## src/hw/obj_pkg.sv

```systemverilog
package obj_pkg;

    // board sizes, all fixed
    localparam int OBJ_COUNT = 64;   // objects in the table and slots per line
    localparam int SLOT_W    = 6;    // slot / object index width
    localparam int OBJ_H     = 16;   // object height in lines

    // beam limits
    localparam int H_ACTIVE  = 256;  // pixels scanned per line
    localparam int H_TOTAL   = 320;  // pixel clocks per line incl. blanking
    localparam int V_TOTAL   = 256;  // lines per frame, no vblank modelled

    // one object attribute table word, 29 bits
    typedef struct packed {
        logic       enable;
        logic [7:0] y;        // top line
        logic [7:0] x;
        logic [6:0] tile;
        logic [2:0] palette;
        logic       hflip;
        logic       vflip;
    } obj_attr_t;

    // one sprite slice as kept in the line buffer, 24 bits
    typedef struct packed {
        logic       valid;
        logic [5:0] obj_id;   // table index
        logic [6:0] tile;
        logic [2:0] palette;
        logic       hflip;
        logic [3:0] row;      // vflip already applied
        logic [1:0] sub_x;    // x mod 4
    } line_entry_t;

    // scanner -> line buffer
    typedef struct packed {
        logic        we;
        logic [5:0]  slot;
        line_entry_t entry;
    } lb_wr_t;

    // beam position
    typedef struct packed {
        logic [8:0] h;
        logic [7:0] v;
        logic       hblank;   // h >= H_ACTIVE
    } beam_t;

endpackage

```

## src/hw/obj_ram.sv

```systemverilog
`timescale 1ns/100ps

module obj_ram #(
    parameter type payload_t = logic [7:0]
) (
    input  logic                        clk,
    input  logic                        cen,
    input  logic                        we,
    input  logic [obj_pkg::SLOT_W-1:0]  waddr,
    input  payload_t                    wdata,
    input  logic [obj_pkg::SLOT_W-1:0]  raddr,
    output payload_t                    rdata
);

    payload_t mem [obj_pkg::OBJ_COUNT];  // no reset, contents undefined until written

    // write side runs every clock, strobes need not line up with cen
    always_ff @(posedge clk) begin
        if (we) begin
            mem[waddr] <= wdata;
        end
    end

    // read side, one register on cen
    // same-address write in that clock -> old word comes out
    always_ff @(posedge clk) begin
        if (cen) begin
            rdata <= mem[raddr];
        end
    end

endmodule

```

## src/hw/hv_counter.sv

```systemverilog
`timescale 1ns/100ps

module hv_counter (
    input  logic            clk,
    input  logic            rst_n,
    input  logic            pxl_cen,
    output obj_pkg::beam_t  beam
);

    logic [8:0] h;
    logic [7:0] v;
    logic       hblank;
    logic [8:0] h_nxt;
    logic [7:0] v_nxt;
    logic       h_wrap;

    // next beam position
    always_comb begin
        h_wrap = (h == 9'(obj_pkg::H_TOTAL - 1));   // last pixel clock of the line
        h_nxt  = h_wrap ? 9'd0 : h + 9'd1;
        if (h_wrap) begin
            v_nxt = (v == 8'(obj_pkg::V_TOTAL - 1)) ? 8'd0 : v + 8'd1;
        end else begin
            v_nxt = v;
        end
    end

    always_ff @(posedge clk) begin
        if (!rst_n) begin
            h      <= 9'd0;
            v      <= 8'd0;
            hblank <= 1'b0;              // h = 0 is active
        end else if (pxl_cen) begin
            h      <= h_nxt;
            v      <= v_nxt;
            // registered together with h so it always matches
            hblank <= (h_nxt >= 9'(obj_pkg::H_ACTIVE));
        end
    end

    assign beam.h      = h;
    assign beam.v      = v;
    assign beam.hblank = hblank;

endmodule

```

## src/hw/obj_scan.sv

```systemverilog
`timescale 1ns/100ps

module obj_scan (
    input  logic                clk,
    input  logic                rst_n,
    input  logic                pxl_cen,
    input  logic                cpu_we,
    input  logic [5:0]          cpu_addr,
    input  obj_pkg::obj_attr_t  cpu_data,
    input  obj_pkg::beam_t      beam,
    output obj_pkg::lb_wr_t     wr
);

    logic [obj_pkg::SLOT_W-1:0] tbl_raddr;
    obj_pkg::obj_attr_t         attr;        // object of the current slot
    logic                       zone_tick;   // h mod 4 = 1 during active time
    logic [7:0]                 target;      // line being prepared
    logic [7:0]                 diff;
    logic                       hit;
    obj_pkg::line_entry_t       ent_nxt;

    logic                       we_q;
    logic [5:0]                 slot_q;
    obj_pkg::line_entry_t       entry_q;

    // object s is addressed over the whole slot, sampled by the RAM at h mod 4 = 0
    assign tbl_raddr = beam.h[7:2];

    // object attribute table, written by the CPU at any time
    obj_ram #(
        .payload_t (obj_pkg::obj_attr_t)
    ) u_table (
        .clk   (clk),
        .cen   (pxl_cen),
        .we    (cpu_we),
        .waddr (cpu_addr),
        .wdata (cpu_data),
        .raddr (tbl_raddr),
        .rdata (attr)
    );

    assign zone_tick = !beam.hblank && (beam.h[1:0] == 2'd1);

    // zone test against the next line
    always_comb begin
        target = beam.v + 8'd1;         // wraps 255 -> 0
        diff   = target - attr.y;       // mod 256, catches objects wrapping past 255
        hit    = attr.enable && (diff < 8'(obj_pkg::OBJ_H));

        ent_nxt.valid   = 1'b1;
        ent_nxt.obj_id  = beam.h[7:2];  // same slot that addressed the table
        ent_nxt.tile    = attr.tile;
        ent_nxt.palette = attr.palette;
        ent_nxt.hflip   = attr.hflip;
        // row counted from the top, or from the bottom when flipped
        ent_nxt.row     = attr.vflip ? ~diff[3:0] : diff[3:0];
        ent_nxt.sub_x   = attr.x[1:0];
    end

    // write request flag, set for the tick at h mod 4 = 2 only
    always_ff @(posedge clk) begin
        if (!rst_n) begin
            we_q <= 1'b0;
        end else if (pxl_cen) begin
            we_q <= zone_tick && hit;
        end
    end

    // request payload, no reset
    always_ff @(posedge clk) begin
        if (pxl_cen && zone_tick) begin
            slot_q  <= attr.x[7:2];     // slot = x / 4
            entry_q <= ent_nxt;
        end
    end

    // one clock wide, lands in the clock of the h mod 4 = 2 tick
    assign wr.we    = we_q && pxl_cen;
    assign wr.slot  = slot_q;
    assign wr.entry = entry_q;

endmodule

```

## src/hw/obj_line_buf.sv

```systemverilog
`timescale 1ns/100ps

module obj_line_buf (
    input  logic                  clk,
    input  logic                  rst_n,
    input  logic                  pxl_cen,
    input  obj_pkg::beam_t        beam,
    input  obj_pkg::lb_wr_t       wr,
    output logic                  ent_strobe,
    output logic [5:0]            ent_slot,
    output logic [7:0]            ent_line,
    output obj_pkg::line_entry_t  ent
);

    logic                       wr_bank;     // bank of the line being prepared
    logic                       rd_bank;     // bank of the line on screen
    logic                       slot_end;    // h mod 4 = 3 during active time
    logic                       clr_we;
    logic [obj_pkg::SLOT_W-1:0] rd_slot;

    logic                       bank_we    [2];
    logic [obj_pkg::SLOT_W-1:0] bank_waddr [2];
    obj_pkg::line_entry_t       bank_wdata [2];
    obj_pkg::line_entry_t       bank_rdata [2];

    logic                       strobe_q;
    logic [5:0]                 slot_q;
    logic [7:0]                 line_q;

    // ping-pong by line parity, so the two can never match
    assign rd_bank = beam.v[0];
    assign wr_bank = ~beam.v[0];    // parity of v+1

    assign slot_end = !beam.hblank && (beam.h[1:0] == 2'd3);
    assign clr_we   = slot_end && pxl_cen;   // clear in the read tick, one clock
    assign rd_slot  = beam.h[7:2];

    for (genvar b = 0; b < 2; b++) begin : g_bank
        logic is_wr;

        assign is_wr = (wr_bank == 1'(b));

        // write bank takes the scanner, read bank clears behind the read
        assign bank_we[b]    = is_wr ? wr.we : clr_we;
        assign bank_waddr[b] = is_wr ? wr.slot : rd_slot;
        assign bank_wdata[b] = is_wr ? wr.entry : obj_pkg::line_entry_t'('0);

        obj_ram #(
            .payload_t (obj_pkg::line_entry_t)
        ) u_bank (
            .clk   (clk),
            .cen   (pxl_cen),
            .we    (bank_we[b]),
            .waddr (bank_waddr[b]),
            .wdata (bank_wdata[b]),
            .raddr (rd_slot),       // only meaningful on the read bank
            .rdata (bank_rdata[b])
        );
    end

    // strobe flag, set by the read tick and dropped on the next one
    always_ff @(posedge clk) begin
        if (!rst_n) begin
            strobe_q <= 1'b0;
        end else if (pxl_cen) begin
            strobe_q <= slot_end;
        end
    end

    // tags for the slot just read
    always_ff @(posedge clk) begin
        if (pxl_cen && slot_end) begin
            slot_q <= rd_slot;
            line_q <= beam.v;
        end
    end

    // read-first RAM keeps the pre-clear word until the next cen
    assign ent_strobe = strobe_q && pxl_cen;
    assign ent_slot   = slot_q;
    assign ent_line   = line_q;
    assign ent        = bank_rdata[line_q[0]];   // bank that was read for that line

endmodule

```

## src/hw/obj_lbuf_top.sv

```systemverilog
`timescale 1ns/100ps

module obj_lbuf_top (
    input  logic                  clk,
    input  logic                  rst_n,
    input  logic                  pxl_cen,
    input  logic                  cpu_we,
    input  logic [5:0]            cpu_addr,
    input  obj_pkg::obj_attr_t    cpu_data,
    output obj_pkg::beam_t        beam,
    output logic                  ent_strobe,
    output logic [5:0]            ent_slot,
    output logic [7:0]            ent_line,
    output obj_pkg::line_entry_t  ent
);

    obj_pkg::beam_t  beam_w;    // shared beam position
    obj_pkg::lb_wr_t lb_wr;     // scanner -> line buffer

    // h/v timing
    hv_counter u_hv (
        .clk     (clk),
        .rst_n   (rst_n),
        .pxl_cen (pxl_cen),
        .beam    (beam_w)
    );

    // object table and next-line search
    obj_scan u_scan (
        .clk      (clk),
        .rst_n    (rst_n),
        .pxl_cen  (pxl_cen),
        .cpu_we   (cpu_we),
        .cpu_addr (cpu_addr),
        .cpu_data (cpu_data),
        .beam     (beam_w),
        .wr       (lb_wr)
    );

    // ping-pong banks, read and clear
    obj_line_buf u_lbuf (
        .clk        (clk),
        .rst_n      (rst_n),
        .pxl_cen    (pxl_cen),
        .beam       (beam_w),
        .wr         (lb_wr),
        .ent_strobe (ent_strobe),
        .ent_slot   (ent_slot),
        .ent_line   (ent_line),
        .ent        (ent)
    );

    assign beam = beam_w;

endmodule

```

## config.mk

```make
export PLATFORM = sky130hd
export DESIGN_NAME = obj_lbuf_top
export DESIGN_NICKNAME = d
export VERILOG_FILES = /design/src/hw/obj_pkg.sv /design/src/hw/obj_ram.sv /design/src/hw/hv_counter.sv /design/src/hw/obj_scan.sv /design/src/hw/obj_line_buf.sv /design/src/hw/obj_lbuf_top.sv
export SDC_FILE = /design/constraint.sdc
export NUM_CORES = 2
export LEC_CHECK = 0
export BUFFER_PORTS_ARGS = -buffer_cell sky130_fd_sc_hd__buf_2
export CORE_MARGIN = 3
export CORE_UTILIZATION = 38
export DETAILED_ROUTE_END_ITERATION = 10
export SLEW_MARGIN = 5
export SYNTH_ARGS = -nofsm -noshare
export SYNTH_HDL_FRONTEND = slang
export SYNTH_MEMORY_MAX_BITS = 65536
export SYNTH_SLANG_ARGS = --single-unit
```

## constraint.sdc

```tcl
create_clock -name clk -period 12.27 [get_ports clk]
set_clock_uncertainty 0.15 [all_clocks]
set_input_delay 1.227 -clock clk [delete_from_list [all_inputs] [get_ports clk]]
set_output_delay 1.227 -clock clk [all_outputs]
set_load 0.02 [all_outputs]
```

==> qor.csv <==
stage,metric,value,unit
clock_tree,clk sinks,5067,
synthesis,Cell variety after synth,70,
route,Pre-antenna DRT Iters,7,
sta,setup TNS,0,ps
placement,IO Port Bufs,95,
global_route,first-pass GRT wire length,770,mm
worst_setup_path,slowest CP cell,buf_4,
synthesis,Yosys top cell by area,edfxtp_1,
sta,# setup viols final,0,
hold_path,worst min path class,flop to flop,
sta,crit share post-route,42.3,%
route,Antenna Violating Nets Remaining,0,
synthesis,share of the synthesized area in the top cell type,78.4,%
synthesis,largest cells by area after synthesis,"edfxtp_1, mux4_2, mux2i_1, a22oi_1, o221ai_1",
clock_tree,Max H-tree Level,5,
synthesis,"Async S/R FF share, synth",0,%
synthesis,synth warn,0,
synthesis,"flops & latches, synth",5067,
floorplanning,number of top-level pins,96,
worst_setup_path,CP most frequent cell,buf_4,
clock_tree,CTS tree,built,
route,Routed WL,555,mm
floorplanning,Initial Util,38.2,%
clock_tree,cts repair resizes,0,
cells_and_area,"Area growth, synth to finish",13.1,%
placement,dpl ws,6960,ps
global_route,global route total overflow,0,
worst_setup_path,critical path startpoint category,flop,
flow_run,Max Cap Viol,0,
floorplanning,Die W,719,um
power_and_ir_drop,PwrDens,154,nW/um2
sta,Tmin final,5190,ps
route,vias per inst,5.93,
global_route,Total GRT Usage,20.9,%
cells_and_area,fraction of layout cells with a size suffix above 1,24.5,%
sta,fin. max-slew vios,0,
worst_setup_path,Top delay family on crit path,buffers and inverters,
worst_setup_path,max incr delay on CP,860,ps
worst_setup_path,Worst Setup Path Type,flop to flop,
sta,fin worst setup slack,7080,ps
floorplanning,row count,261,
clock_tree,Num CTS Buffers,476,
floorplanning,Die Area,517000,um2
clock_tree,CTS clock-pin slew for the worst setup and hold paths,60,ps
sta,Worst-Margin Slew,1330,ps
cells_and_area,Final nets,9367,
clock_tree,post-CTS setup buffers,0,
clock_tree,maximum root-to-sink buffer count,4,
sta,Rel. slew slack,11.5,%
sta,Achievable Freq,193,MHz
synthesis,Post-Syn Area per Cell,21.7,um2
route,Wirelength per Cell,33.7,um
synthesis,ys flop type,edfxtp_1,
run_status,status,"complete, no violations",
clock_tree,root buffer cell,clkbuf_16,
route,DRC violations left,0,
synthesis,Post-Syn Area,193000,um2
clock_tree,CTS Hold Buffers Added,0,
worst_setup_path,CP max FO,48,
clock_tree,clk_lat worst skew,1050,ps
worst_setup_path,crit end category,flop,
floorplanning,Die Y,719,um
worst_setup_path,crit-path cells,"buf_4, buf_4, buf_4, mux4_2, a22o_1, a211oi_1, a211o_1, o221ai_1",
worst_setup_path,"Arr. time, crit path",5760,ps
worst_setup_path,CP required,12840,ps
sta,final hold violations,0,
global_route,initial antenna violation count,65,
global_route,largest net degree at the start of global routing,133,
placement,DP HPWL,307,mm
placement,RePlAce Congestion,0.850,
sta,Final Hold Slack,285,ps
synthesis,syn_nets,8946,
synthesis,register area share after synthesis,78.6,%
synthesis,synthesized netlist cell count,8896,
sta,RSZ-0062 raised after global routing,false,
power_and_ir_drop,VDD IR max,130,uV
worst_setup_path,Buf/Inv on CP,3,
power_and_ir_drop,Pleak,0.0655,uW
route,Via Count,97628,
synthesis,number of flops mapped to enable cells by yosys,5048,
global_route,vias in the first global route,97008,
floorplanning,Core ar.,506000,um2
route,Iteration-0 DRC Markers,14348,
## cells by family (layout without fill, tap and decap cells)
kind of cell             count (synthesis)  count (layout)  share of synthesized area (%)
flip-flops                            5067            5067                           78.6
multiplexers                          1541            1541                           14.1
AO/OA/AOI/OAI                         1049            1049                           4.04
AND/OR/NAND/NOR                        669             669                           1.59
buffers and inverters                  538            1349                           1.47
XOR/XNOR                                21              21                         0.0951
adder cells (fa/ha/maj)                 11              11                         0.0751
other                                    0              39                              0
## cell usage in the layout, fill, tap and decap left out, types with 113 or more instances in the layout
cell type	synthesis	layout
a21oi_1	154	154
a22oi_1	231	231
buf_4	61	356
clkbuf_1	221	113
clkbuf_16	0	484
clkinv_1	0	126
edfxtp_1	5048	5048
mux2i_1	540	540
mux4_2	945	945
nand2_1	186	185
nor2_2	1	121
o221ai_1	165	165
## metrics by stage
stage                     power, uW  instance area, um2  utilization, %  std cells
final                         33800              219000            43.2      16452
after global routing          34700              218000            43.2      16423
after CTS                     34000              218000            43.2      16413
after detailed placement      19900              204000            40.2      15545
after global placement        19900              204000            40.2      15545
after floorplan               19600              193000               -       8896
## path summary, 6_finish.rpt
| kind | depth (start not counted) | startpoint | slack, ps | end |
|---|---|---|---|---|
| max | 8 | u_hv.h[2]$_SDFFE_PN0P_ | 7080 | u_scan.u_table.rdata[3]$_DFFE_PP_ |
| min | 0 | u_scan.u_table.rdata[11]$_DFFE_PP_ | 280 | u_scan.wr[16]$_DFFE_PP_ |
| max reg2reg | 8 | u_hv.h[2]$_SDFFE_PN0P_ | 7080 | u_scan.u_table.rdata[3]$_DFFE_PP_ |
| min reg2reg | 0 | u_scan.u_table.rdata[11]$_DFFE_PP_ | 280 | u_scan.wr[16]$_DFFE_PP_ |
## where the power goes
group | switching, uW | internal, uW | total (uW)
logic | 359 | 160 | 519
registers | 38.0 | 19000 | 19000
clock network | 6320 | 7920 | 14200
total | 6710 | 27000 | 33800
## per-layer routing
layer  vias up  wire [um]  GRT usage, %
li1      38620          -             -
met1     52646     213000          28.4
met2      5473     266000          33.8
met3       855      56300          4.58
met4        34      19100          6.74
met5         -        397         0.259
## synth_stat cells, types with 56 or more instances
master,instances
o221ai_1,165
buf_2,157
nor2_1,246
buf_4,61
mux4_2,945
a21oi_1,154
nand2_1,186
a22oi_1,231
mux2i_1,540
edfxtp_1,5048
a211oi_1,76
nand3_1,57
a22o_1,82
a221oi_1,56
clkbuf_1,221
o22ai_1,85
mux2_2,56
## flip-flops by register name, summed over array words and instances (netlist names), 6 cells and up
| name | count |
|---|---|
| u_lbuf.ent_line | 8 |
| u_lbuf.g_bank.u_bank.mem | 3072 |
| u_scan.wr | 23 |
| u_lbuf.ent_slot | 6 |
| u_lbuf.g_bank.u_bank.rdata | 48 |
| u_scan.u_table.rdata | 29 |
| u_hv.h | 8 |
| u_hv.v | 8 |
| u_scan.slot_q | 6 |
| u_scan.u_table.mem | 1856 |
## cell type report
type	count	area, um2
Clock inverter	271	2290
Tap cell	6706	8390
Fill cell	42770	288000
Multi-Input combinational cell	3291	39700
Timing Repair Buffer	467	3480
Clock buffer	597	12500
Sequential cell	5067	152000
Inverter	14	57.6
Antenna cell	39	97.6
(Power assumes the default switching activity.)
